`src/hw/alut_pkg.sv`:
```
/* alut shared definitions
   widths, table entry, request/result words and the mac hash */
`default_nettype none

package alut_pkg;

   // ------------------------------
   // widths
   // ------------------------------
   localparam int mac_w   = 48;
   localparam int port_w  = 2;
   localparam int stamp_w = 32;
   localparam int addr_w  = 8;
   localparam int tbl_depth = 2 ** addr_w;  // direct mapped, one entry per hash

   // one table word, 83 bits
   typedef struct packed {
      logic               valid;
      logic [stamp_w-1:0] stamp;   // time of last learn
      logic [port_w-1:0]  port;
      logic [mac_w-1:0]   mac;
   } alut_entry_t;

   // lookup request as seen on the port
   typedef struct packed {
      logic [mac_w-1:0]  src_mac;
      logic [mac_w-1:0]  dst_mac;
      logic [port_w-1:0] src_port;
   } alut_req_t;

   typedef struct packed {
      logic              hit;
      logic              broadcast;
      logic [port_w-1:0] dst_port;  // zero on broadcast
   } alut_res_t;

   // single access to one memory port
   typedef struct packed {
      logic [addr_w-1:0] addr;
      logic              write;     // 1 write, 0 read
      alut_entry_t       wdata;
   } mem_port_t;

   // xor fold of the six mac bytes
   function automatic logic [addr_w-1:0] alut_hash(input logic [mac_w-1:0] mac);
      logic [addr_w-1:0] h;
      h = '0;
      for (int i = 0; i < mac_w / 8; i++)
      begin
         h ^= mac[8*i +: 8];
      end
      return h;
   endfunction

endpackage

`default_nettype wire

```
`src/hw/alut_addr_path.sv`:
```
/* address checker datapath
   frame capture, hashing, destination compare, result register, learned entry */
`default_nettype none

module alut_addr_path (
   input  wire                            pclk29,
   input  wire                            arst_n,
   input  wire  alut_pkg::alut_req_t      req_frame,
   input  wire  [alut_pkg::stamp_w-1:0]   now_stamp,
   input  wire                            capture,
   input  wire                            rd_dst,
   input  wire                            learn,
   input  wire                            set_result,
   input  wire  alut_pkg::alut_entry_t    add_rdata,
   output alut_pkg::mem_port_t            add_port,
   output alut_pkg::alut_res_t            result
);

   import alut_pkg::*;

   alut_req_t         frame_q;    // held for the whole lookup
   logic [addr_w-1:0] dst_idx;
   logic [addr_w-1:0] src_idx;
   alut_entry_t       learn_entry;
   logic              dst_hit;

   // ------------------------------
   // frame capture
   // ------------------------------
   always_ff @(posedge pclk29)
   begin
      if (capture)
      begin
         frame_q <= req_frame;
      end
   end

   assign dst_idx = alut_hash(frame_q.dst_mac);
   assign src_idx = alut_hash(frame_q.src_mac);

   // fresh entry for the source, overwrites whatever sits at its hash
   always_comb
   begin
      learn_entry.valid = 1'b1;
      learn_entry.stamp = now_stamp;
      learn_entry.port  = frame_q.src_port;
      learn_entry.mac   = frame_q.src_mac;
   end

   // ------------------------------
   // memory port
   // ------------------------------
   always_comb
   begin
      add_port.addr  = '0;
      add_port.write = 1'b0;
      add_port.wdata = learn_entry;
      if (rd_dst)
      begin
         add_port.addr = dst_idx;   // lookup read
      end
      if (learn)
      begin
         add_port.addr  = src_idx;  // learn write
         add_port.write = 1'b1;
      end
   end

   // hit needs a valid entry holding exactly this mac, age not checked
   assign dst_hit = add_rdata.valid && (add_rdata.mac == frame_q.dst_mac);

   // ------------------------------
   // result register
   // ------------------------------
   always_ff @(posedge pclk29 or negedge arst_n)
   begin
      if (!arst_n)
      begin
         result <= '0;
      end
      else if (set_result)
      begin
         result.hit       <= dst_hit;
         result.broadcast <= !dst_hit;
         result.dst_port  <= dst_hit ? add_rdata.port : '0;  // zero when flooding
      end
   end

endmodule

`default_nettype wire

```
`config.mk`:
```
export PLATFORM = sky130hd
export DESIGN_NAME = alut_addr_path
export DESIGN_NICKNAME = d
export VERILOG_FILES = /design/src/hw/alut_pkg.sv /design/src/hw/alut_addr_path.sv
export SDC_FILE = /design/constraint.sdc
export NUM_CORES = 1
export LEC_CHECK = 0
export ABC_AREA = 0
export BUFFER_PORTS_ARGS = -buffer_cell sky130_fd_sc_hd__buf_2
export CORE_AREA = 2 2 124 126
export CTS_CLUSTER_DIAMETER = 120
export DETAILED_ROUTE_END_ITERATION = 7
export DIE_AREA = 0 0 126 128
export GPL_TIMING_DRIVEN = 0
export PLACE_DENSITY = 0.66
export SYNTH_ARGS = -nofsm -noshare
export SYNTH_HDL_FRONTEND = slang
export SYNTH_SLANG_ARGS = --single-unit
```
`constraint.sdc`:
```
create_clock -name pclk29 -period 2.8 [get_ports pclk29]
set_input_delay 0.28 -clock pclk29 [delete_from_list [all_inputs] [get_ports pclk29]]
set_output_delay 0.28 -clock pclk29 [all_outputs]
set_load 0.01 [all_outputs]
```
==> run_summary.xml <==
<?xml version="1.0" encoding="UTF-8"?>
<metrics>
  <group name="status">
    <metric name="outcome" unit="">completed</metric>
  </group>
  <group name="timing">
    <metric name="layout_worst_path_cycle_share" unit="%">73.29</metric>
    <metric name="drv_slew" unit="">0</metric>
    <metric name="timing.final.setup_violations" unit="">0</metric>
    <metric name="hold_viol_final" unit="">0</metric>
    <metric name="finalSetupTns" unit="ns">0</metric>
    <metric name="min_period" unit="ns">2.052</metric>
    <metric name="setup_repair_after_global_routing_missed_its_margin" unit="">false</metric>
    <metric name="worst_clock_skew" unit="ns">0.005251</metric>
    <metric name="fmax" unit="MHz">487.3</metric>
  </group>
  <group name="routing">
    <metric name="vias_per_cell" unit="">4.180</metric>
    <metric name="wire_per_inst" unit="µm">15.75</metric>
    <metric name="detail_route.first_pass.iterations" unit="">4</metric>
    <metric name="vias" unit="">3407</metric>
    <metric name="drtIter0Drc" unit="">110</metric>
    <metric name="ant_nets" unit="">0</metric>
    <metric name="wirelength" unit="mm">12.84</metric>
    <metric name="drc" unit="">0</metric>
  </group>
  <group name="clocking">
    <metric name="clock_sinks" unit="">102</metric>
    <metric name="worst_skew_pair.late_latency" unit="ns">0.34</metric>
    <metric name="htree_levels" unit="">3</metric>
    <metric name="postCtsSetupRepairBufs" unit="">0</metric>
    <metric name="clock_tree.buffer_depth" unit="">2</metric>
    <metric name="tritoncts_clock_tree" unit="">done</metric>
    <metric name="clk_pin_slew_worst_paths" unit="ns">0.07</metric>
    <metric name="clock_tree.root_cell" unit="">sky130_fd_sc_hd__clkbuf_16</metric>
    <metric name="cts_inserted_buffers" unit="">9</metric>
  </group>
  <group name="yosys">
    <metric name="synth.cell_area" unit="µm²">5054</metric>
    <metric name="synth_cell_types" unit="">24</metric>
    <metric name="synth_top_area_share" unit="%">58.23</metric>
    <metric name="postSynthAreaPerCell" unit="µm²">14.00</metric>
    <metric name="yosys_most_used_dff" unit="">sky130_fd_sc_hd__edfxtp_1</metric>
    <metric name="ys_async_sr_fraction" unit="%">3.922</metric>
    <metric name="postSynthCellCount" unit="">361</metric>
    <metric name="synth_top_cell_by_area" unit="">sky130_fd_sc_hd__edfxtp_1</metric>
    <metric name="ys_top_cells_by_area" unit="">sky130_fd_sc_hd__edfxtp_1, sky130_fd_sc_hd__xnor2_1, sky130_fd_sc_hd__buf_4, sky130_fd_sc_hd__xor2_1, sky130_fd_sc_hd__dfrtp_1</metric>
    <metric name="yosys_warnings" unit="">0</metric>
    <metric name="synth.net_count" unit="">580</metric>
    <metric name="synth.yosys.seq_area_share" unit="%">60.21</metric>
    <metric name="synth_enable_flop_cells" unit="">98</metric>
    <metric name="synth.ff_latch_count" unit="">102</metric>
  </group>
  <group name="die">
    <metric name="floorplan.io_pins" unit="">315</metric>
    <metric name="initial_utilization" unit="%">34.00</metric>
    <metric name="std_cell_rows" unit="">45</metric>
    <metric name="fp.coreArea" unit="µm²">14860</metric>
    <metric name="die_w" unit="µm">126</metric>
    <metric name="dieArea" unit="µm²">16130</metric>
    <metric name="floorplan.die.height" unit="µm">128</metric>
  </group>
  <group name="final_layout">
    <metric name="diodes" unit="">0</metric>
    <metric name="post_route_cells_drive_above_1_share" unit="%">55.98</metric>
    <metric name="area_delta_synth_final" unit="%">36.35</metric>
    <metric name="layout.cells.most_common_list" unit="">sky130_fd_sc_hd__buf_2, sky130_fd_sc_hd__edfxtp_1, sky130_fd_sc_hd__xnor2_1, sky130_fd_sc_hd__buf_4, sky130_fd_sc_hd__xor2_1</metric>
    <metric name="layout.cells.most_common" unit="">sky130_fd_sc_hd__buf_2</metric>
    <metric name="nets" unit="">841</metric>
    <metric name="layoutNonFillerInstCount" unit="">815</metric>
  </group>
  <group name="placed_design">
    <metric name="port_buffers" unit="">248</metric>
    <metric name="place_congestion" unit="">0.7288</metric>
    <metric name="detailedPlacementHpwl" unit="mm">10.63</metric>
    <metric name="dpl.cell_count" unit="">798</metric>
  </group>
  <group name="global_route">
    <metric name="overflow" unit="">0</metric>
    <metric name="grt_pass1_vias" unit="">3577</metric>
    <metric name="first_pass_grt_wire_length" unit="mm">18.34</metric>
    <metric name="grt_start_max_net_pins" unit="">63</metric>
    <metric name="antenna_found_initial" unit="">0</metric>
    <metric name="grt_usage" unit="%">15.26</metric>
  </group>
  <group name="pwr">
    <metric name="clockPowerShare" unit="%">32.6</metric>
    <metric name="cell_internal_pwr" unit="W">0.003075</metric>
    <metric name="power.share.combinational" unit="%">21.0</metric>
    <metric name="worst_ir_drop_vdd" unit="V">0.0003273</metric>
    <metric name="total_switching_power" unit="W">0.001022</metric>
    <metric name="total_power" unit="W">0.004097</metric>
    <metric name="p_leak" unit="nW">3.001</metric>
    <metric name="pwrdens" unit="nW/µm²">594.6</metric>
    <metric name="power.share.sequential" unit="%">46.4</metric>
    <metric name="netSwitchingFraction" unit="%">24.95</metric>
  </group>
  <group name="run">
    <metric name="cap_violations" unit="">0</metric>
  </group>
  <group name="worst_setup_path">
    <metric name="worst_r2r_path_depth" unit="">5</metric>
    <metric name="cp.buffers_inverters" unit="">1</metric>
    <metric name="setup.worst_path.start_class" unit="">flip-flop</metric>
    <metric name="cell_chain_critical_path" unit="">xnor2_1 -&gt; xnor2_1 -&gt; xnor2_1 -&gt; nand2_1 -&gt; o21ai_0 -&gt; buf_2</metric>
    <metric name="critPathSlowestCell" unit="">sky130_fd_sc_hd__edfxtp_1</metric>
    <metric name="critical_path.top_delay_family" unit="">XOR/XNOR gates</metric>
    <metric name="cp_common_cell" unit="">sky130_fd_sc_hd__xnor2_1</metric>
    <metric name="regToRegStartpoint" unit="">frame_q[40]$_DFFE_PP_</metric>
    <metric name="cp_data_arrival_time" unit="ns">1.77</metric>
    <metric name="reg2reg_capture_point" unit="">result[1]$_DFFE_PN0P_</metric>
    <metric name="r2r_setup_slack" unit="ns">0.95</metric>
    <metric name="timing.critical_path.fanout_max" unit="">2</metric>
    <metric name="timing.critical_path.slowest_cell_delay" unit="ns">0.41</metric>
    <metric name="cp-end-kind" unit="">output port</metric>
    <metric name="timing_worst_setup_path_type" unit="">flip-flop to output port</metric>
    <metric name="worst-endpoint-required" unit="ns">2.52</metric>
  </group>
  <group name="hold_path">
    <metric name="hold-path-endpoint" unit="">add_port[26]$_DFFE_PP_</metric>
    <metric name="hold_path.startpoint" unit="">req_frame[76]</metric>
    <metric name="hold_path_class" unit="">primary input to flip-flop</metric>
    <metric name="hold_depth" unit="">1</metric>
  </group>
</metrics>
timing repair:
item,in CTS,in global routing
hold buffers,1,0
hold endpoints to repair,4,0
resized for setup,0,0
synthesized netlist by cell type, types with 2 or more instances:
cell type / number
sky130_fd_sc_hd__nor4_1: 7
sky130_fd_sc_hd__nor2_1: 2
sky130_fd_sc_hd__edfxtp_1: 98
sky130_fd_sc_hd__o21ai_0: 8
sky130_fd_sc_hd__a32o_1: 2
sky130_fd_sc_hd__o221ai_1: 2
sky130_fd_sc_hd__xnor2_1: 90
sky130_fd_sc_hd__xor2_1: 32
sky130_fd_sc_hd__dfrtp_1: 4
sky130_fd_sc_hd__inv_1: 8
sky130_fd_sc_hd__buf_4: 84
sky130_fd_sc_hd__nand2_1: 8
sky130_fd_sc_hd__nand4_1: 5
cells by family after synthesis:
family | Yosys count | share of synthesized area, %
XOR/XNOR | 122 | 21.14
buffers and inverters | 93 | 13.15
AO/OA/AOI/OAI | 18 | 2.649
other | 1 | 0.07420
AND/OR/NAND/NOR | 25 | 2.773
flip-flops | 102 | 60.21
state kept, by name (all words and copies together) (netlist names):
signal	cells
frame_q	48
result	4
add_port	50
worst max path at each step:
stage | from | endpoint | slack [ns] | cells past startpoint
floorplan | frame_q[41]$_DFFE_PP_ | result[0]$_DFFE_PN0P_ | 1.31 | 5
global placement | capture | frame_q[6]$_DFFE_PP_ | 0.52 | 1
detailed placement | frame_q[38]$_DFFE_PP_ | result[1]$_DFFE_PN0P_ | 0.86 | 5
CTS | frame_q[22]$_DFFE_PP_ | add_port[88] | 0.69 | 5
global route | add_port[33]$_DFFE_PP_ | add_port[85] | 0.56 | 6
finish | add_port[33]$_DFFE_PP_ | add_port[85] | 0.75 | 6
power by group through the flow:
stage	Sequential (W)	Combinational, W	Clock (W)
floorplan	0.00191	0.000530	0
global placement	0.00193	0.000865	0
detailed placement	0.00194	0.000874	0
CTS	0.00190	0.000880	0.00138
global route	0.00192	0.000938	0.00144
finish	0.00190	0.000861	0.00134
layer usage:
metal	global-route usage, %	vias up	wire length [µm]
li1	-	1679	-
met1	16.49	1539	4636
met2	28.75	175	6965
met3	4.174	14	1045
met4	5.107	0	192
met5	0	-	0
cell type report:
| cell class | instances | area [µm²] |
|---|---|---|
| Fill cell | 1398 | 7974 |
| Multi-Input combinational cell | 166 | 1346 |
| Inverter | 8 | 30.03 |
| Sequential cell | 102 | 3043 |
| Tap cell | 188 | 235.2 |
| Clock inverter | 7 | 95.09 |
| Clock buffer | 9 | 225.2 |
| Buffer | 85 | 634.4 |
| Timing Repair Buffer | 250 | 1281 |
per-stage QoR:
stage | setup slack (ns) | utilization (%) | hold slack [ns] | cell area (µm²)
4_1_cts | 0.6879 | 46.36 | 0.09020 | 6890
2_1_floorplan | 1.312 | - | -0.01559 | 5054
3_3_place_gp | 0.5198 | 43.93 | 0.08456 | 6530
5_1_grt | 0.5624 | 46.36 | 0.08582 | 6890
6_report | 0.7478 | 46.36 | 0.1059 | 6890
3_5_place_dp | 0.8586 | 44.13 | 0.09011 | 6560
Power figures use the tool's default switching activity.
