[config.mk]
export PLATFORM = sky130hd
export DESIGN_NAME = alut_addr_fsm
export DESIGN_NICKNAME = d
export VERILOG_FILES = /design/src/hw/alut_addr_fsm.sv
export SDC_FILE = /design/constraint.sdc
export NUM_CORES = 1
export LEC_CHECK = 0
export ABC_AREA = 1
export BUFFER_PORTS_ARGS = -buffer_cell sky130_fd_sc_hd__buf_4
export CORE_AREA = 3 3 40 42
export DETAILED_ROUTE_END_ITERATION = 12
export DIE_AREA = 0 0 43 45
export GPL_ROUTABILITY_DRIVEN = 0
export GPL_TIMING_DRIVEN = 1
export PLACE_DENSITY_LB_ADDON = 0.12
export RECOVER_POWER = 25
export SLEW_MARGIN = 10
export SYNTH_ARGS = -nofsm -noshare
export SYNTH_HDL_FRONTEND = slang
export SYNTH_SLANG_ARGS = --single-unit
[constraint.sdc]
create_clock -name pclk29 -period 0.9 [get_ports pclk29]
set_input_delay 0.045 -clock pclk29 [delete_from_list [all_inputs] [get_ports pclk29]]
set_output_delay 0.045 -clock pclk29 [all_outputs]
set_load 0.01 [all_outputs]
[src/hw/alut_addr_fsm.sv]
/* address checker sequencer
   idle -> read_dst -> compare -> done, one lookup plus one learn per request */
`default_nettype none

module alut_addr_fsm (
   input  wire  pclk29,
   input  wire  arst_n,
   input  wire  req,          // request pulse
   input  wire  init_done,    // table cleared, lookups allowed
   output logic capture,      // latch frame
   output logic rd_dst,       // issue dst read
   output logic learn,        // write src entry
   output logic set_result,   // register compare outcome
   output logic busy,         // to age checker
   output logic result_valid
);

   typedef enum logic [1:0] {
      st_idle,
      st_read_dst,
      st_compare,
      st_done
   } state_t;

   state_t state_q;
   state_t state_d;
   logic   start;

   // request only taken when idle and the table is ready
   // anything arriving while busy is dropped
   assign start = (state_q == st_idle) && req && init_done;

   // ------------------------------
   // next state
   // ------------------------------
   always_comb
   begin
      state_d = state_q;
      case (state_q)
         st_idle:
         begin
            if (start)
            begin
               state_d = st_read_dst;
            end
         end
         st_read_dst: state_d = st_compare;  // ram read in flight
         st_compare:  state_d = st_done;     // data back, learn goes out
         st_done:     state_d = st_idle;
         default:     state_d = st_idle;
      endcase
   end

   always_ff @(posedge pclk29 or negedge arst_n)
   begin
      if (!arst_n)
      begin
         state_q <= st_idle;
      end
      else
      begin
         state_q <= state_d;
      end
   end

   // ------------------------------
   // strobes
   // ------------------------------
   // all decoded from the state register, no combinational paths from req
   // except capture, which must grab the frame on the accepting edge
   assign capture      = start;
   assign rd_dst       = (state_q == st_read_dst);
   assign set_result   = (state_q == st_compare);
   assign learn        = (state_q == st_compare);   // same cycle as compare
   assign busy         = (state_q != st_idle);      // keeps age pairs off the table
   assign result_valid = (state_q == st_done);      // one cycle, 3 after req

endmodule

`default_nettype wire

==> flow_summary.json, run 1 <==
{
  "reg2reg_setup_slack_ns": -0.16,
  "critical_path.top_delay_family": "flip-flops",
  "coreArea_um2": 1280,
  "cts_tree": "yes",
  "status": "finished, violations left",
  "grt-ovfl-total": 0,
  "critPathArrivalTime_ns": 1.11,
  "drive_gt1_share_pct": 73.8,
  "grt_first_pass_wirelength_um": 862,
  "ant_nets": 0,
  "crit_required_ns": 0.85,
  "cap_violations": 0,
  "numCtsBuffers": 3,
  "fin_crit_ns": 1.16,
  "syn-num-nets": 32,
  "routed_via_density": 3.40,
  "fin_ws_ns": -0.255,
  "crit_buf_inv": 2,
  "clock_sinks": 2,
  "rr_startpoint": "state_q[1]",
  "power_density_nw_per_um2": 3640,
  "synth.avg_cell_area_um2": 7.89,
  "timing.rr.end": "state_q[0]",
  "multiInputGateArea_um2": 163,
  "final-seq-area_um2": 51.3,
  "largestRegisters": "state_q x2",
  "reg2reg_depth": 7,
  "worstSetupPathType": "flip-flop to output pin",
  "grt_usage_pct": 6.08,
  "nets": 53,
  "cts_root_buf": "clkbuf_4",
  "layout_commonest_cell": "buf_4",
  "drt_iter0_drc": 1,
  "nFillCells": 134,
  "startpoint_type": "flip-flop",
  "rsz0062_at_grt": "true",
  "num_rows": 13,
  "start_util_pct": 14.1,
  "cp_max_fo": 4,
  "dpl.cell_count": 50,
  "clk_path_buf_depth": 2,
  "finalMaxSlewViolations": 0,
  "dr.pass1.iters": 2,
  "fmax_ghz": 0.866,
  "design.die.area_um2": 1940,
  "finalCritPeriodShare_pct": 128,
  "syn_to_final_growth_pct": 130,
  "grt_max_degree": 5,
  "crit_top_cell": "buf_4",
  "finalHoldViolCount": 0,
  "synth_cell_type_count": 8,
  "grt_pass1_vias": 201,
  "drcViolationCount": 0,
  "cp.depth": 3,
  "finClkSkew_ns": 0.00462,
  "endpoint": "result_valid",
  "n_antenna_cell": 0,
  "dpl.hpwl_um": 358,
  "largest_reg_flops": 2,
  "critPathMaxStageDelay_ns": 0.44,
  "setup_viol_count_final": 8,
  "ys_ff_latch": 2,
  "htreeDepth": 1,
  "worstMarginPinSlew_ns": 0.143,
  "violations": "negative setup slack",
  "cpMaxStageDelayCell": "dfrtp_2",
  "die_w_um": 43,
  "crit_chain": "buf_4 > ha_1 > buf_4",
  "drt-total-wl_um": 488,
  "ys_warn_count": 0,
  "ioPinCount": 10,
  "dpl-instance-area_um2": 323,
  "layout_common_cells": "11 x buf_4, 4 x nand2_1, 4 x ha_4, 4 x buf_6",
  "ir_drop_mv": 1.96,
  "cellLeakagePower_nw": 0.204,
  "stdcell_count": 57,
  "die_y_um": 45,
  "cts.clk_slew.worst_paths_ns": 0.03,
  "clk_latency_ns": 0.22,
  "regMostFlops": "state_q",
  "synth_cells": 23,
  "yosysSeqAreaShare_pct": 27.6,
  "end_kind": "output pin",
  "antenna_found_initial": 0,
  "syn_area_um2": 181,
  "maxSlewHeadroom_pct": 90.5,
  "via_count": 194,
  "min_path_type": "primary input to asynchronous set/reset pin",
  "wl_per_cell_um": 8.56,
  "port_buffers": 9,
  "finalInstanceArea_um2": 418,
  "startpoint": "state_q[1]"
}
-- timing repair --
action                                  in CTS  in global routing
endpoints found under the hold margin        2                  0
pin swaps                                    2                  3
setup buffers                                3                  0
hold buffers                                 1                  0
gates resized for setup                      8                  4
endpoints found under the setup margin       8                  8
-- layer usage --
metal | share of wire (%) | track usage (%) | vias to the layer above
met4 | 0 | 1.81 | 0
met5 | 0 | 0 | -
met2 | 51 | 9.28 | 5
met1 | 45 | 7.25 | 84
li1 | - | - | 105
met3 | 3.7 | 3.59 | 0
-- cells by family (layout without fill, tap and decap cells) --
family	Yosys count	in the layout	synth area share [%]
buf+inv	6	25	14.5
fa+ha+maj	5	5	34.5
simple gates	10	10	23.4
flops	2	2	27.6
-- area by class of cell --
class	count	share of cell area [%]
multi-input combinational	15	38.9
timing repair buffer	17	33.8
sequential	2	12.3
clock buffer	3	5.39
inverter	5	5.09
tap	15	4.49
-- cells in the mapped netlist --
cell type	count	area, um2
nand2_1	6	22.5
ha_1	5	62.6
dfrtp_1	2	50.1
nand2_2	1	6.26
nand3_1	2	10.0
buf_4	1	7.51
inv_1	5	18.8
nor2_1	1	3.75
-- report_power, final --
| group | switching (W) | internal, W | leakage (nW) |
|---|---|---|---|
| clock network | 0.0000472 | 0.000147 | 0.0138 |
| registers | 0.0000613 | 0.000146 | 0.0229 |
| logic | 0.000503 | 0.000615 | 0.167 |
-- worst min-delay path by stage --
stage,startpoint,to,slack (ns),depth (start not counted)
floorplan,arst_n,state_q[0],-0.25,0
global placement,arst_n,state_q[0],-0.17,1
detailed placement,arst_n,state_q[0],-0.17,1
CTS,req,state_q[1],0.13,4
global route,arst_n,state_q[1],0.15,2
finish,arst_n,state_q[1],0.14,2
-- per-stage QoR --
| step | hold WS (ns) | utilization (%) | setup WS, ns | setup TNS [ns] | power [W] |
|---|---|---|---|---|---|
| final | 0.141 | 32.5 | -0.255 | -1.67 | 0.00152 |
| after global routing | 0.151 | 32.5 | -0.305 | -2.10 | 0.00168 |
| after CTS | 0.129 | 31.6 | -0.263 | -1.72 | 0.00147 |
| after detailed placement | -0.170 | 25.1 | -0.110 | -0.385 | 0.00105 |
| after global placement | -0.173 | 25.1 | -0.118 | -0.440 | 0.00105 |
| after floorplan | -0.251 | - | -0.0228 | -0.0615 | 0.000696 |
No activity file was read; power rests on OpenSTA's default activity.
==> inputs of run 2 (changes only) <==
==> constraint.sdc (replaced) <==
create_clock -name pclk29 -period 1.2 [get_ports pclk29]
set_input_delay 0 -clock pclk29 [delete_from_list [all_inputs] [get_ports pclk29]]
set_output_delay 0 -clock pclk29 [all_outputs]
set_load 0.01 [all_outputs]
==> run 2 against run 1 <==
- largest power group unchanged
- core utilization is 5.9 points lower
- die area stayed put
- critical path type unchanged
- sequential power is 37% lower
- the run now ends clean
- critical path depth is 2 higher
- critical endpoint is now capture
- worst hold slack worse by 0.052 ns
- wire length is 4.7% lower
==> flow_summary.json, run 2 (synthesized netlist as in run 1, its figures left out) <==
{
  "cts.clk_slew.worst_paths_ns": 0.03,
  "dpl.hpwl_um": 333,
  "numCtsBuffers": 3,
  "ioPinCount": 10,
  "setup_viol_count_final": 0,
  "grt_pass1_vias": 178,
  "cap_violations": 0,
  "maxSlewHeadroom_pct": 93.0,
  "dpl-instance-area_um2": 260,
  "holdWs_ns": 0.0884,
  "antenna_found_initial": 0,
  "status": "finished, final reports clean",
  "worstMarginPinSlew_ns": 0.105,
  "drt_iter0_drc": 2,
  "p_int_w": 0.000554,
  "syn_to_final_growth_pct": 88.3,
  "clock_sinks": 2,
  "rr_startpoint": "state_q[1]",
  "worstSetupPathType": "flip-flop to output pin",
  "routed_via_density": 3.62,
  "nets": 51,
  "drcViolationCount": 0,
  "fin_ws_ns": 0.0986,
  "finalCritPeriodShare_pct": 91.8,
  "min_path_type": "primary input to flip-flop",
  "grt_first_pass_wirelength_um": 696,
  "via_count": 199,
  "ant_nets": 0,
  "die_w_um": 43,
  "tns_ns": 0,
  "finalHoldViolCount": 0,
  "grt_usage_pct": 5.50,
  "dr.pass1.iters": 4,
  "clk_path_buf_depth": 2,
  "cts_tree": "yes",
  "rsz0062_at_grt": "false",
  "drive_gt1_share_pct": 52.5,
  "wl_per_cell_um": 8.45,
  "design.die.area_um2": 1940,
  "grt_max_degree": 5,
  "start_util_pct": 14.1,
  "clk_latency_ns": 0.22,
  "cellLeakagePower_nw": 0.191,
  "finalMaxSlewViolations": 0,
  "num_rows": 13,
  "fin_crit_ns": 1.10,
  "fin_total_pwr_w": 0.000916,
  "seq_power_share_pct": 14.3,
  "reg2reg_setup_slack_ns": 0.15,
  "cts_root_buf": "clkbuf_4",
  "cp_max_fo": 3,
  "use_met1_pct": 4.34,
  "preCtsSetupSlack_ns": 0.133,
  "drt-total-wl_um": 465,
  "coreArea_um2": 1280,
  "layout_commonest_cell": "buf_4",
  "critPathArrivalTime_ns": 1.10,
  "startpoint_type": "flip-flop",
  "startpoint": "state_q[1]",
  "die_y_um": 45,
  "grt.met2_usage_pct": 9.58,
  "clkPwrFrac_pct": 16.2,
  "largest_reg_flops": 2,
  "use_met3_pct": 1.59,
  "regMostFlops": "state_q",
  "power_density_nw_per_um2": 2680,
  "power.share.switching_pct": 39.6,
  "fmax_ghz": 0.908,
  "end_kind": "output pin",
  "combPwrFrac_pct": 69.5,
  "grt-ovfl-total": 0,
  "finClkSkew_ns": 0.00127,
  "p_sw_w": 0.000363,
  "layout_common_cells": "13 x buf_4, 6 x nand2_1, 4 x ha_1",
  "finalInstanceArea_um2": 342,
  "htreeDepth": 1,
  "worstHoldStart": "req",
  "top_usage_layer": "met2",
  "largestRegisters": "state_q x2",
  "n_antenna_cell": 0,
  "port_buffers": 9,
  "ir_drop_mv": 0.986,
  "crit_required_ns": 1.20
}
[run 2: cell type report]
type / instances / area (um2)
timing repair buffer: 15 / 111
sequential: 2 / 50.0
fill: 157 / 943
clock buffer: 3 / 22.5
tap: 15 / 18.8
inverter: 5 / 18.8
multi-input combinational: 15 / 120
[run 2: what timing repair did]
action / CTS / global route
hold buffers: 1 / 0
pin swaps: 0 / 1
buffers inserted: 2 / 3
hold endpoints to repair: 2 / 0
gates resized for setup: 3 / 2
setup endpoints to repair: 2 / 1
[run 2: metrics by stage]
stage	cells	util [%]
finish	55	26.6
global route	55	26.6
CTS	52	24.1
detailed placement	46	20.3
global placement	46	20.3
floorplan	23	-
[run 2: power by group through the flow]
stage / sequential (W) / combinational, W / clock, W
after floorplan: 0.000136 / 0.000296 / 0
after global placement: 0.000150 / 0.000448 / 0
after detailed placement: 0.000149 / 0.000459 / 0
after CTS: 0.000133 / 0.000547 / 0.000160
after global routing: 0.000136 / 0.000716 / 0.000180
final: 0.000131 / 0.000637 / 0.000148
[run 2: critical path, stage by stage, from the launching register on]
cell and delay [ns]:
dfrtp_1 0.38, inv_2 0.10, ha_4 0.14, inv_1 0.05, nor2_2 0.09, buf_4 0.12
[run 2: worst paths after layout]
path,depth (start not counted),endpoint
max,5,capture
min,4,state_q[1]
max reg2reg,6,state_q[0]
min reg2reg,3,state_q[1]
max in group asynchronous,2,state_q[1]
min in group asynchronous,2,state_q[0]
[run 2: routing by layer]
layer | part of all wire (%) | wire length (um)
met5 | 0 | 0
met4 | 0 | 0
met3 | 5.8 | 27
met2 | 58 | 269
met1 | 36 | 167
==> inputs of run 3 (changes only) <==
--- a/config.mk
+++ b/config.mk
@@ -7,6 +7,8 @@
 export LEC_CHECK = 0
 export ABC_AREA = 1
 export BUFFER_PORTS_ARGS = -buffer_cell sky130_fd_sc_hd__buf_4
+export CELL_PAD_IN_SITES_DETAIL_PLACEMENT = 0
+export CELL_PAD_IN_SITES_GLOBAL_PLACEMENT = 1
 export CORE_AREA = 3 3 40 42
 export DETAILED_ROUTE_END_ITERATION = 12
 export DIE_AREA = 0 0 43 45
==> run 3 against run 2 <==
- non-clock buffer count down 1
- first-iteration DRC count unchanged
- die area unchanged
==> flow_summary.json, run 3 (synthesized netlist as in run 1, its figures left out) <==
{
  "grt_max_degree": 5,
  "antenna_found_initial": 0,
  "drive_gt1_share_pct": 51.3,
  "die_w_um": 43,
  "drcViolationCount": 0,
  "wl_per_cell_um": 8.76,
  "startpoint": "state_q[1]",
  "setup_viol_count_final": 0,
  "cap_violations": 0,
  "end_kind": "output pin",
  "fin_ws_ns": 0.0880,
  "final-seq-area_um2": 50.0,
  "rsz0062_at_grt": "false",
  "layout_common_cells": "12 x buf_4, 6 x nand2_1, 4 x ha_1",
  "critPathArrivalTime_ns": 1.11,
  "maxSlewHeadroom_pct": 92.7,
  "dr.pass1.iters": 4,
  "nets": 50,
  "htreeDepth": 1,
  "startpoint_type": "flip-flop",
  "ir_drop_mv": 1.04,
  "syn_to_final_growth_pct": 84.1,
  "finalCritPeriodShare_pct": 92.7,
  "drt_iter0_drc": 2,
  "cellLeakagePower_nw": 0.186,
  "dpl.hpwl_um": 316,
  "grt-ovfl-total": 0,
  "port_buffers": 9,
  "worstSetupPathType": "flip-flop to output pin",
  "fin_crit_ns": 1.11,
  "finalHoldViolCount": 0,
  "cp_max_fo": 3,
  "tns_ns": 0,
  "clk_path_buf_depth": 2,
  "clk_latency_ns": 0.22,
  "n_antenna_cell": 0,
  "finalMaxSlewViolations": 0,
  "rr_startpoint": "state_q[1]",
  "via_count": 200,
  "die_y_um": 45,
  "clock_sinks": 2,
  "worstMarginPinSlew_ns": 0.109,
  "cts_tree": "yes",
  "grt_usage_pct": 6.33,
  "preCtsSetupSlack_ns": 0.148,
  "coreArea_um2": 1280,
  "drt-total-wl_um": 473,
  "layout_commonest_cell": "buf_4",
  "min_path_type": "primary input to asynchronous set/reset pin",
  "grt_pass1_vias": 214,
  "ioPinCount": 10,
  "start_util_pct": 14.1,
  "crit_required_ns": 1.20,
  "numCtsBuffers": 3,
  "routed_via_density": 3.70,
  "grt_first_pass_wirelength_um": 814,
  "power_density_nw_per_um2": 2710,
  "largest_reg_flops": 2,
  "design.die.area_um2": 1940,
  "multiInputGateArea_um2": 120,
  "ant_nets": 0,
  "finClkSkew_ns": 0.000247,
  "status": "finished, final reports clean",
  "nFillCells": 151,
  "largestRegisters": "state_q x2",
  "cts.clk_slew.worst_paths_ns": 0.03,
  "num_rows": 13,
  "cts_root_buf": "clkbuf_4",
  "holdWs_ns": 0.0873,
  "regMostFlops": "state_q",
  "fmax_ghz": 0.899
}
-- run 3: area by class of cell --
| class | count | share of cell area (%) |
|---|---|---|
| Sequential cell | 2 | 15.0 |
| Multi-Input combinational cell | 15 | 36.0 |
| Inverter | 5 | 5.62 |
| Clock buffer | 3 | 6.74 |
| Tap cell | 15 | 5.62 |
| Timing Repair Buffer | 14 | 31.1 |
-- run 3: final timing paths --
path / to / slack (ns) / depth (start not counted)
worst max-delay path: set_result / 0.09 / 3
worst min-delay path: state_q[1] / 0.09 / 2
worst max register to register: state_q[0] / 0.13 / 6
worst min register to register: state_q[1] / 0.66 / 3
max in group asynchronous: state_q[0] / 0.99 / 2
min in group pclk29: state_q[1] / 0.09 / 4
-- run 3: what timing repair did --
action / 4_1_cts / 5_1_grt
gates cloned: 0 / 0
endpoints found under the setup margin: 1 / 1
hold buffers: 1 / 0
gates resized for setup: 3 / 2
pin swaps: 0 / 2
endpoints found under the hold margin: 2 / 0
buffers inserted: 2 / 2
-- run 3: routing by layer --
layer / wire length (um) / track usage (%) / up-vias
met2: 262 / 9.28 / 8
met4: 14 / 9.04 / 0
met5: 0 / 0 / -
met1: 173 / 5.80 / 92
met3: 23 / 2.39 / 2
li1: - / - / 98
-- run 3: worst max-delay path: stages, from the launching register on --
cell	delay [ns]
dfrtp_1	0.38
buf_4	0.15
ha_1	0.20
buf_4	0.15
-- run 3: per-stage QoR --
step / power [W] / util [%] / instance area [um2] / cells
global placement: 0.000607 / 20.3 / 260 / 46
CTS: 0.000838 / 24.1 / 310 / 52
finish: 0.000904 / 26.0 / 334 / 54
global route: 0.00102 / 26.0 / 334 / 54
detailed placement: 0.000602 / 20.3 / 260 / 46
floorplan: 0.000432 / - / 181 / 23
-- run 3: power breakdown --
part	internal, W	switching [W]	leakage (nW)
logic	0.000319	0.000300	0.148
registers	0.000106	0.0000280	0.0240
clock network	0.000110	0.0000399	0.0138
