[src/hw/alut_pkg.sv]
/* alut shared definitions
   widths, table entry, request/result words and the mac hash */
`default_nettype none

package alut_pkg;

   // ------------------------------
   // widths
   // ------------------------------
   localparam int mac_w   = 48;
   localparam int port_w  = 2;
   localparam int stamp_w = 32;
   localparam int addr_w  = 8;
   localparam int tbl_depth = 2 ** addr_w;  // direct mapped, one entry per hash

   // one table word, 83 bits
   typedef struct packed {
      logic               valid;
      logic [stamp_w-1:0] stamp;   // time of last learn
      logic [port_w-1:0]  port;
      logic [mac_w-1:0]   mac;
   } alut_entry_t;

   // lookup request as seen on the port
   typedef struct packed {
      logic [mac_w-1:0]  src_mac;
      logic [mac_w-1:0]  dst_mac;
      logic [port_w-1:0] src_port;
   } alut_req_t;

   typedef struct packed {
      logic              hit;
      logic              broadcast;
      logic [port_w-1:0] dst_port;  // zero on broadcast
   } alut_res_t;

   // single access to one memory port
   typedef struct packed {
      logic [addr_w-1:0] addr;
      logic              write;     // 1 write, 0 read
      alut_entry_t       wdata;
   } mem_port_t;

   // xor fold of the six mac bytes
   function automatic logic [addr_w-1:0] alut_hash(input logic [mac_w-1:0] mac);
      logic [addr_w-1:0] h;
      h = '0;
      for (int i = 0; i < mac_w / 8; i++)
      begin
         h ^= mac[8*i +: 8];
      end
      return h;
   endfunction

endpackage

`default_nettype wire

[src/hw/alut_age_timer.sv]
/* age timestamp
   prescaled free running stamp, tick on every increment */
`default_nettype none

module alut_age_timer #(
   parameter int AGE_PRESCALE = 16
) (
   input  wire                          pclk29,
   input  wire                          arst_n,
   output logic [alut_pkg::stamp_w-1:0] now_stamp,
   output logic                         tick
);

   localparam int pre_w = (AGE_PRESCALE > 1) ? $clog2(AGE_PRESCALE) : 1;

   logic [pre_w-1:0] pre_q;   // prescale count
   logic             wrap;

   assign wrap = (pre_q == pre_w'(AGE_PRESCALE - 1));

   always_ff @(posedge pclk29 or negedge arst_n)
   begin
      if (!arst_n)
      begin
         pre_q     <= '0;
         now_stamp <= '0;
         tick      <= 1'b0;
      end
      else
      begin
         pre_q <= wrap ? '0 : pre_q + 1'b1;
         tick  <= wrap;                       // lines up with the new stamp
         if (wrap)
         begin
            now_stamp <= now_stamp + 1'b1;    // wraps after 2^32 periods
         end
      end
   end

endmodule

`default_nettype wire

[config.mk]
export PLATFORM = sky130hd
export DESIGN_NAME = alut_age_timer
export DESIGN_NICKNAME = d
export VERILOG_FILES = /design/src/hw/alut_pkg.sv /design/src/hw/alut_age_timer.sv
export SDC_FILE = /design/constraint.sdc
export NUM_CORES = 1
export LEC_CHECK = 0
export BUFFER_PORTS_ARGS = -buffer_cell sky130_fd_sc_hd__buf_2
export CAP_MARGIN = 20
export CORE_UTILIZATION = 39
export DETAILED_ROUTE_END_ITERATION = 10
export PLACE_DENSITY = 0.72
export SLEW_MARGIN = 20
export SYNTH_ARGS = -nofsm -noshare
export SYNTH_HDL_FRONTEND = slang
export SYNTH_SLANG_ARGS = --single-unit
[constraint.sdc]
create_clock -name pclk29 -period 2.05 [get_ports pclk29]
set_input_delay 0.1025 -clock pclk29 [delete_from_list [all_inputs] [get_ports pclk29]]
set_output_delay 0.1025 -clock pclk29 [all_outputs]
set_load 0.05 [all_outputs]
==> reports/results.txt, run 1 <==
Die Height: 67.4 microns
Worst Setup Start Kind: register
Top Ports: 35
die width: 67.4 microns
Total Die Area: 0.00454 sq mm
CP top delay family: simple AND/OR/NAND/NOR gates
Synth warnings: 0
clk buf depth: 2
fillers: 363
final-report max-slew violation count: 0
FF+latch area: 931 sq um
Cell variety after synth: 22
drt pass-1 iters: 4
ant diodes: 0
pin count of the biggest net entering global routing: 38
Final ANT Viol Nets: 0
FP Rows: 23
root buffer cell: clkbuf_8
crit-path max cell delay: 0.52 ns
Worst Path Required: 2.26 ns
WP data arrival: 2.15 ns
Post-Syn Instances: 140
syn nets: 144
vias in the first global route: 1186
WS Path Type: register to register
CTS tree: yes
H-tree levels: 2
final clock skew: 0.00952 ns
TritonCTS Buffers: 5
Peak Freq: 518 MHz
global-route wire length before repair: 5200 microns
worst-path fanout max: 8
placed cells: 227
synth-to-layout area growth: 23.9%
total congestion overflow: 0
HP Class: input port to async pin
CTS sink count: 37
Final Hold Violating Endpoints: 0
Detail Placement HPWL: 2270 microns
Via Count: 1229
Placement Setup Slack: 0.0729 ns
routability cong.: 0.736
status: completed
residual DRC count: 0
number of buffers and inverters on the critical path: 1
synth top area cells: dfrtp_1 (56%), xnor2_1 (10%), xor2_1 (6.8%)
CP endpoint kind: register
share of cells above drive strength 1: 31.9%
non-filler instance count after layout: 238
worst-margin pin slew: 0.789 ns
Yosys top cell area share: 55.6%
DR vias/cell: 5.16
Max-Cap Viols: 0
clock latency on the worst-skew pair: 0.29 ns
Routed WL per cell: 13.7 microns
synthesized area: 0.00167 sq mm
Reg clk slew, reported paths: 0.07 ns
Final WS setup: 0.118 ns
VDD IR-drop max: 0.444 mV
CP max-delay cell: or4_1
Power Dens Cells: 654 mW/mm^2
post-route minimum period: 1.93 ns
core area: 0.00406 sq mm
drt first-iter violations: 52
post-synth top area cell: dfrtp_1
Multi-input gate area: 724 sq um
Pleak: 1.07 nW
I/O Buffers: 34
Initial Utilization: 41.1%
Final setup viols: 0
initial antenna violation count: 0
Final #Nets: 191
Tcrit/Tclk final: 94.2%
detailed-route wire length: 3260 microns
max_slew headroom: 47.4%
syn avg cell area: 11.9 sq um
critical-path cell list: ha_2 -> nand4_2 -> or4_1 -> buf_4 -> nor4_4 -> xor2_1
number of synthesized register bits: 37
register area share after synthesis: 55.6%
Total Routing Usage GR: 15.8%
worst hold slack: 0.428 ns
state kept, by name (all words and copies together), names as in the netlist:
register   count
now_stamp     32
tick           1
pre_q          4
worst reg2reg max path, cell delays in order (launching register included):
cell	delay [ns]
dfrtp_1	0.37
ha_2	0.23
nand4_2	0.11
or4_1	0.52
buf_4	0.20
nor4_4	0.27
xor2_1	0.17
synthesized netlist by cell type (all sizes together):
library cell,n
dfrtp,37
xnor2,19
nand4,14
xor2,13
nand3,11
and3,9
nand2,9
nor2,6
and4,3
nor3,3
nor4,3
ha,2
inv,2
nor3b,2
o21ai,2
a21oi,1
buf,1
clkbuf,1
mux2,1
or4,1
cell families (layout without fill, tap and decap cells):
kind of cell             count (synthesis)  count (layout)  share of synthesized area, %
XOR/XNOR                                32              32                          16.8
multiplexers                             1               1                         0.676
AND/OR/NAND/NOR                         61              61                          23.4
AO/OA/AOI/OAI                            3               3                         0.901
adder cells (fa/ha/maj)                  2               2                          1.50
buffers and inverters                    4              52                          1.13
flip-flops                              37              37                          55.6
cell usage in the layout, fill, tap and decap left out:
cell type      Yosys  layout
nor3b_2            2       2
xnor2_1           19      19
dlygate4sd3_1      0       1
nand3_1           11      11
clkinv_2           0       1
buf_2              0      34
xor2_1            13      13
clkbuf_8           0       5
or4_1              1       1
and4_1             3       3
ha_1               2       1
bufinv_16          0       1
dfrtp_2            0       4
nand4_2            1       1
and3_1             9       9
nor2_1             6       6
dfrtp_1           37      33
o21ai_0            2       2
buf_4              1       7
nor4_2             1       1
mux2_2             1       1
nand4_1           13      13
nor4_4             2       2
nor3_1             3       3
clkbuf_1           1       1
inv_1              2       2
a21oi_1            1       1
ha_2               0       1
nand2_1            9       9
report_power, final:
| group | internal (W) | switching [W] |
|---|---|---|
| Sequential | 0.000730 | 0 |
| Clock | 0.000361 | 0.000246 |
| Combinational | 0.00000190 | 0.0000133 |
metal layers:
| metal | vias up | part of all wire, % | global-route usage, % | routed length, microns |
|---|---|---|---|---|
| met5 | - | 0 | 0 | 0 |
| met1 | 601 | 45 | 18.9 | 1480 |
| met3 | 5 | 5.8 | 5.91 | 189 |
| met2 | 36 | 48 | 26.0 | 1550 |
| li1 | 587 | - | - | - |
| met4 | 0 | 1.1 | 5.59 | 36 |
metrics by stage:
step           total power (W)  util (%)  area, sq um  TNS (ns)
2_1_floorplan         0.000744         -         1670         0
3_3_place_gp          0.000759      47.6         1930         0
3_5_place_dp          0.000759      47.6         1930         0
4_1_cts                0.00137      50.5         2050         0
5_1_grt                0.00140      50.9         2070  -0.00751
6_report               0.00135      50.9         2070         0
what timing repair did:
item | 4_1_cts | 5_1_grt
buffers inserted | 0 | 2
hold buffers | 1 | 0
resized for setup | 0 | 1
setup endpoints to repair | 0 | 2
endpoints found under the hold margin | 37 | 0
area by class of cell:
class | instances | share of cell area [%]
repair buffers | 42 | 11.3
clock inverters | 2 | 1.70
inverters | 2 | 0.363
well taps | 50 | 3.03
flip-flops and latches | 37 | 45.1
clock buffers | 6 | 3.51
multi-input cells | 99 | 35.1
path summary, 6_finish.rpt:
check	startpoint	to	slack, ns	cells after the start
min in group pclk29	now_stamp[31]$_DFFE_PN0P_	now_stamp[31]$_DFFE_PN0P_	0.47	1
max in group asynchronous	arst_n	now_stamp[0]$_DFFE_PN0P_	1.06	2
worst min-delay path	arst_n	now_stamp[31]$_DFFE_PN0P_	0.43	2
worst max register to register	pre_q[0]$_DFF_PN0_	now_stamp[30]$_DFFE_PN0P_	0.12	6
worst max-delay path	pre_q[0]$_DFF_PN0_	now_stamp[30]$_DFFE_PN0P_	0.12	6
worst min register to register	now_stamp[31]$_DFFE_PN0P_	now_stamp[31]$_DFFE_PN0P_	0.47	1
Power figures use the tool's default switching activity.
==> inputs of run 2 (changes only) <==
==> constraint.sdc (replaced) <==
create_clock -name pclk29 -period 2.5 [get_ports pclk29]
set_input_delay 0.125 -clock pclk29 [delete_from_list [all_inputs] [get_ports pclk29]]
set_output_delay 0.125 -clock pclk29 [all_outputs]
set_load 0.05 [all_outputs]
==> run 2 against run 1 <==
Critical path depth is 1 lower. Clock skew is 0.0030 ns lower. Fmax is 12% lower. Power is 21% lower. Final cell count is 2.1% lower. Sequential cell count stayed put. Largest cell class unchanged. First-iteration DRC count is 25% higher. Final area is 2.5% lower. Global-route usage is 0.68 points higher.
==> reports/results.txt, run 2 (synthesis gave the netlist of run 1 again) <==
Die Height: 67.4 microns (unchanged)
vias in the first global route: 1156 (-2.5%)
switching share of power: 20.2% (+1.0 points)
H-tree levels: 2 (unchanged)
CTS tree: yes
TritonCTS Buffers: 5 (unchanged)
residual DRC count: 0 (unchanged)
CTS sink count: 37 (unchanged)
most frequent cells in the layout: dfrtp_1 (37), buf_2 (34), xnor2_1 (19)
Top Ports: 35 (unchanged)
Tcrit/Tclk final: 87.8% (-6.5 points)
Worst Setup Start Kind: register
RR Endpoint: now_stamp[30]$_DFFE_PN0P_
Max-Cap Viols: 0 (unchanged)
worst r2r src: pre_q[0]$_DFF_PN0_
Clock power frac: 42.5% (-2.4 points)
Final ANT Viol Nets: 0 (unchanged)
pin count of the biggest net entering global routing: 38 (unchanged)
global-route wire length before repair: 5460 microns (+5.0%)
Crit path depth: 5 (-1)
I/O Buffers: 34 (unchanged)
Pleak: 1.05 nW (-1.7%)
Fin Setup TNS: 0 ns (unchanged)
HP Class: input port to async pin
Critical Path Start: pre_q[0]$_DFF_PN0_
unrepaired setup endpoints after global routing: false
CP endpoint kind: register
Total Routing Usage GR: 16.5% (+0.68 points)
WS Path Type: register to register
Worst R2R Path Depth: 5 (-1)
clk buf depth: 2 (unchanged)
FP Rows: 23 (unchanged)
Total Die Area: 0.00454 sq mm (unchanged)
crit-path max cell delay: 0.80 ns (+0.28 ns)
synth-to-layout area growth: 20.9%
fillers: 389 (+7.2%)
drt first-iter violations: 65 (+25%)
drt pass-1 iters: 4 (unchanged)
Via Count: 1205 (-2.0%)
Int Pwr: 0.000849 W (-22%)
routability cong.: 0.737 (+0.18%)
detailed-route wire length: 3220 microns (-1.1%)
Detail Placement HPWL: 2200 microns (-3.1%)
die width: 67.4 microns (unchanged)
worst-path fanout max: 8 (unchanged)
critical-path cell list: ha_1 -> nand4_2 -> or4_1 -> nor4_4 -> xor2_1
Routed WL per cell: 13.8 microns (+1.0%)
Power Dens Cells: 528 mW/mm^2 (-19%)
reg2reg setup slack: 0.31 ns (+0.19 ns)
Reg clk slew, reported paths: 0.07 ns (about the same)
Final Hold Violating Endpoints: 0 (unchanged)
total congestion overflow: 0 (unchanged)
Final #Nets: 186 (-2.6%)
CP top delay family: simple AND/OR/NAND/NOR gates
NetSw: 0.000215 W (-17%)
Worst Path Required: 2.71 ns (+0.45 ns)
Initial Utilization: 41.1% (unchanged)
worst-margin pin slew: 0.821 ns (+0.0317 ns)
status: completed
final-report max-slew violation count: 0 (unchanged)
Comb pwr share: 1.2% (about the same)
DR vias/cell: 5.17 (+0.15%)
initial antenna violation count: 0 (unchanged)
ant diodes: 0 (unchanged)
clock latency on the worst-skew pair: 0.29 ns (about the same)
max_slew headroom: 45.3% (-2.1 points)
VDD IR-drop max: 0.279 mV (-37%)
top flop regs: now_stamp x32, pre_q x4, tick x1
Resized cells post-CTS: 0 (unchanged)
CP max-delay cell: or4_1
Peak Freq: 456 MHz (-12%)
Reg power frac: 56.2% (+2.2 points)
core area: 0.00406 sq mm (unchanged)
WP data arrival: 2.40 ns (+0.25 ns)
Largest Register: now_stamp
final clock skew: 0.00656 ns (-0.00296 ns)
number of buffers and inverters on the critical path: 0 (-1)
Power, Total: 0.00106 W (-21%)
post-route minimum period: 2.19 ns (+0.262 ns)
share of cells above drive strength 1: 27.9% (-4.0 points)
worst setup path end: now_stamp[30]$_DFFE_PN0P_
Multi-input gate area: 722 sq um (-0.35%)
Final setup viols: 0 (unchanged)
FF+latch area: 926 sq um (-0.54%)
leading cell type in the layout, fill and taps excluded: dfrtp_1
max FFs per register: 32 (unchanged)
root buffer cell: clkbuf_8
## run 2: cell types whose count changed in the layout (fill, tap and decap cells not counted), sizes merged
cell    before  now
clkbuf       6    7
buf         41   36
bufinv       1    0
## run 2: worst min-delay path by stage
| stage | startpoint | to | slack, ns |
|---|---|---|---|
| 4_1_cts | now_stamp[31]$_DFFE_PN0P_ | now_stamp[31]$_DFFE_PN0P_ | 0.47 |
| 3_5_place_dp | arst_n | now_stamp[25]$_DFFE_PN0P_ | 0.27 |
| 2_1_floorplan | arst_n | now_stamp[0]$_DFFE_PN0P_ | -0.17 |
| 5_1_grt | now_stamp[31]$_DFFE_PN0P_ | now_stamp[31]$_DFFE_PN0P_ | 0.50 |
| 3_3_place_gp | arst_n | now_stamp[25]$_DFFE_PN0P_ | 0.27 |
| 6_report | arst_n | now_stamp[25]$_DFFE_PN0P_ | 0.46 |
## run 2: layout make-up
class	instances	area share [%]
Clock inverter	1	0.248
Tap cell	50	3.11
Sequential cell	37	46.0
Clock buffer	7	4.78
Multi-Input combinational cell	99	35.8
Inverter	2	0.373
Timing Repair Buffer	37	9.69
## run 2: routing by layer
layer / GRT usage (%) / vias to the layer above / part of all wire, %
met2: 25.5 / 37 / 46
li1: - / 577 / -
met1: 21.5 / 587 / 47
met3: 5.74 / 4 / 5.6
met5: 0 / - / 0
met4: 5.59 / 0 / 1.2
## run 2: what timing repair did
item                                   in CTS  in global routing
setup buffers                               0                  0
endpoints found under the hold margin      37                  0
hold buffers                                1                  0
setup endpoints to repair                   0                  0
## run 2: power by group through the flow
| stage | combinational, W | clock (W) | sequential [W] |
|---|---|---|---|
| detailed placement | 0.0000128 | 0 | 0.000610 |
| CTS | 0.0000139 | 0.000471 | 0.000598 |
| global route | 0.0000156 | 0.000497 | 0.000598 |
| floorplan | 0.000000000303 | 0 | 0.000610 |
| finish | 0.0000129 | 0.000453 | 0.000598 |
| global placement | 0.0000126 | 0 | 0.000610 |
## run 2: metrics by stage
| step | cell area, sq um | utilization, % | hold slack [ns] | worst slack [ns] | cells |
|---|---|---|---|---|---|
| final | 2010 | 49.6 | 0.464 | 0.306 | 233 |
| after global routing | 2010 | 49.6 | 0.497 | 0.184 | 233 |
| after CTS | 2010 | 49.6 | 0.475 | 0.307 | 233 |
| after detailed placement | 1900 | 46.9 | 0.271 | 0.334 | 224 |
| after global placement | 1900 | 46.9 | 0.266 | 0.413 | 224 |
| after floorplan | 1670 | - | -0.171 | 0.317 | 140 |
==> inputs of run 3 (changes only) <==
--- a/config.mk
+++ b/config.mk
@@ -10,6 +10,7 @@
 export CORE_UTILIZATION = 39
 export DETAILED_ROUTE_END_ITERATION = 10
 export PLACE_DENSITY = 0.72
+export RECOVER_POWER = 50
 export SLEW_MARGIN = 20
 export SYNTH_ARGS = -nofsm -noshare
 export SYNTH_HDL_FRONTEND = slang
==> constraint.sdc (replaced) <==
create_clock -name pclk29 -period 2.5 [get_ports pclk29]
set_input_delay 0.125 -clock pclk29 [delete_from_list [all_inputs] [get_ports pclk29]]
set_output_delay 0.125 -clock pclk29 [all_outputs]
set_load 0.02 [all_outputs]
==> run 3 against run 2 <==
Sequential power about the same. Die area unchanged. Count of clock-buffer cells in the layout did not move. Non-clock buffer count is the same. Combinational power hardly changed. Register-to-register slack about the same. Critical path depth is the same. Sequential share of layout area is 0.96 points higher. Final cell count unchanged. Clock skew hardly changed. Sequential cell count is the same. Setup slack got worse by 0.0020 ns. Largest cell class unchanged. Highest routed layer unchanged.
==> reports/results.txt, run 3 (synthesis gave the netlist of run 1 again) <==
pin count of the biggest net entering global routing: 38 (unchanged)
detailed-route wire length: 3250 microns (+0.74%)
leading cell type in the layout, fill and taps excluded: dfrtp_1
Final Hold Violating Endpoints: 0 (unchanged)
Final ANT Viol Nets: 0 (unchanged)
residual DRC count: 0 (unchanged)
max FFs per register: 32 (unchanged)
Die Height: 67.4 microns (unchanged)
post-route minimum period: 2.20 ns (+0.00199 ns)
Worst Path Required: 2.71 ns (about the same)
FP Rows: 23 (unchanged)
Pleak: 0.913 nW (-13%)
fillers: 401 (+3.1%)
CTS sink count: 37 (unchanged)
drt pass-1 iters: 4 (unchanged)
HP Class: register to register
CTS tree: yes
Top Ports: 35 (unchanged)
FF+latch area: 926 sq um (unchanged)
Resized cells post-CTS: 0 (unchanged)
Fin Setup TNS: 0 ns (unchanged)
most frequent cells in the layout: dfrtp_1 (37), clkbuf_1 (33), xnor2_1 (19)
max_slew headroom: 39.1% (-6.2 points)
routability cong.: 0.737 (unchanged)
clk buf depth: 2 (unchanged)
share of cells above drive strength 1: 9.84% (-18 points)
Final #Nets: 186 (unchanged)
Worst Setup Start Kind: register
Final Cell Area: 0.00197 sq mm (-2.0%)
Total Routing Usage GR: 16.5% (unchanged)
I/O Buffers: 34 (unchanged)
root buffer cell: clkbuf_8
core area: 0.00406 sq mm (unchanged)
Worst R2R Path Depth: 5 (unchanged)
Routed WL per cell: 13.9 microns (+0.74%)
final-report max-slew violation count: 0 (unchanged)
CP endpoint kind: register
Post-CTS Setup Inserts: 0 (unchanged)
total congestion overflow: 0 (unchanged)
WS Path Type: register to register
worst-margin pin slew: 0.914 ns (+0.0929 ns)
Power Dens Cells: 539 mW/mm^2 (+2.1%)
Peak Freq: 455 MHz (about the same)
hold path cells: 1
initial antenna violation count: 0 (unchanged)
final clock skew: 0.00650 ns (-0.0000642 ns)
global-route wire length before repair: 5460 microns (unchanged)
drt first-iter violations: 52 (-20%)
Largest Register: now_stamp
status: completed
ant diodes: 0 (unchanged)
top flop regs: now_stamp x32, pre_q x4, tick x1
clock latency on the worst-skew pair: 0.29 ns (about the same)
WP data arrival: 2.41 ns (about the same)
VDD IR-drop max: 0.280 mV (+0.38%)
synth-to-layout area growth: 18.4%
Tcrit/Tclk final: 87.9% (about the same)
Detail Placement HPWL: 2200 microns (unchanged)
Multi-input gate area: 722 sq um (unchanged)
Total Die Area: 0.00454 sq mm (unchanged)
die width: 67.4 microns (unchanged)
worst-path fanout max: 8 (unchanged)
Final setup viols: 0 (unchanged)
placed instance area: 0.00190 sq mm (unchanged)
unrepaired setup endpoints after global routing: false
Reg clk slew, reported paths: 0.07 ns (about the same)
DR vias/cell: 5.18 (about the same)
Max-Cap Viols: 0 (unchanged)
H-tree levels: 2 (unchanged)
Via Count: 1206 (+0.083%)
TritonCTS Buffers: 5 (unchanged)
vias in the first global route: 1156 (unchanged)
Initial Utilization: 41.1% (unchanged)
[run 3: changes by cell type in the layout (fill, tap and decap cells not counted), sizes merged]
cell,previous run,this run
buf,36,2
clkbuf,7,41
[run 3: path summary, 6_finish.rpt]
path / to / startpoint / slack (ns)
min in group asynchronous: now_stamp[25]$_DFFE_PN0P_ / arst_n / 0.50
max in group asynchronous: now_stamp[8]$_DFFE_PN0P_ / arst_n / 1.42
worst min register to register: now_stamp[31]$_DFFE_PN0P_ / now_stamp[31]$_DFFE_PN0P_ / 0.47
worst max-delay path: now_stamp[30]$_DFFE_PN0P_ / pre_q[0]$_DFF_PN0_ / 0.30
worst max register to register: now_stamp[30]$_DFFE_PN0P_ / pre_q[0]$_DFF_PN0_ / 0.30
worst min-delay path: now_stamp[31]$_DFFE_PN0P_ / now_stamp[31]$_DFFE_PN0P_ / 0.47
[run 3: stage by stage]
step                      hold slack (ns)  setup slack [ns]  power [W]  cells  util [%]
after global placement              0.266             0.413   0.000622    224      46.9
after floorplan                    -0.171             0.551   0.000610    140         -
final                               0.472             0.304    0.00106    233      48.6
after CTS                           0.475             0.307    0.00108    233      49.6
after detailed placement            0.271             0.334   0.000623    224      46.9
after global routing                0.501             0.184    0.00111    233      48.6
[run 3: what timing repair did]
action / in CTS / in global routing
hold buffers: 1 / 0
hold endpoints to repair: 37 / 0
endpoints found under the setup margin: 0 / 0
[run 3: power breakdown]
group / total (W) / leakage (nW) / switching [W] / internal [W]
clock network: 0.000453 / 0.0542 / 0.000204 / 0.000249
logic: 0.0000129 / 0.356 / 0.0000114 / 0.00000153
registers: 0.000598 / 0.503 / 0 / 0.000598
[run 3: layout make-up]
class                           instances  share of cell area [%]
Clock buffer                            7                    4.88
Multi-Input combinational cell         99                    36.6
Inverter                                2                   0.380
Timing Repair Buffer                   37                    7.80
Sequential cell                        37                    46.9
Tap cell                               50                    3.17
Clock inverter                          1                   0.254
[run 3: worst max-delay path: stages (launching register included)]
cell and delay (ns):
dfrtp_1 0.41, ha_1 0.25, nand4_2 0.16, or4_1 0.80, nor4_4 0.34, xor2_1 0.16
[run 3: routing by layer]
metal | part of all wire, % | routed length, microns | global-route usage, %
met3 | 5.5 | 180 | 5.74
met1 | 48 | 1560 | 21.5
met4 | 1.2 | 40 | 5.59
met5 | 0 | 0 | 0
met2 | 45 | 1470 | 25.5
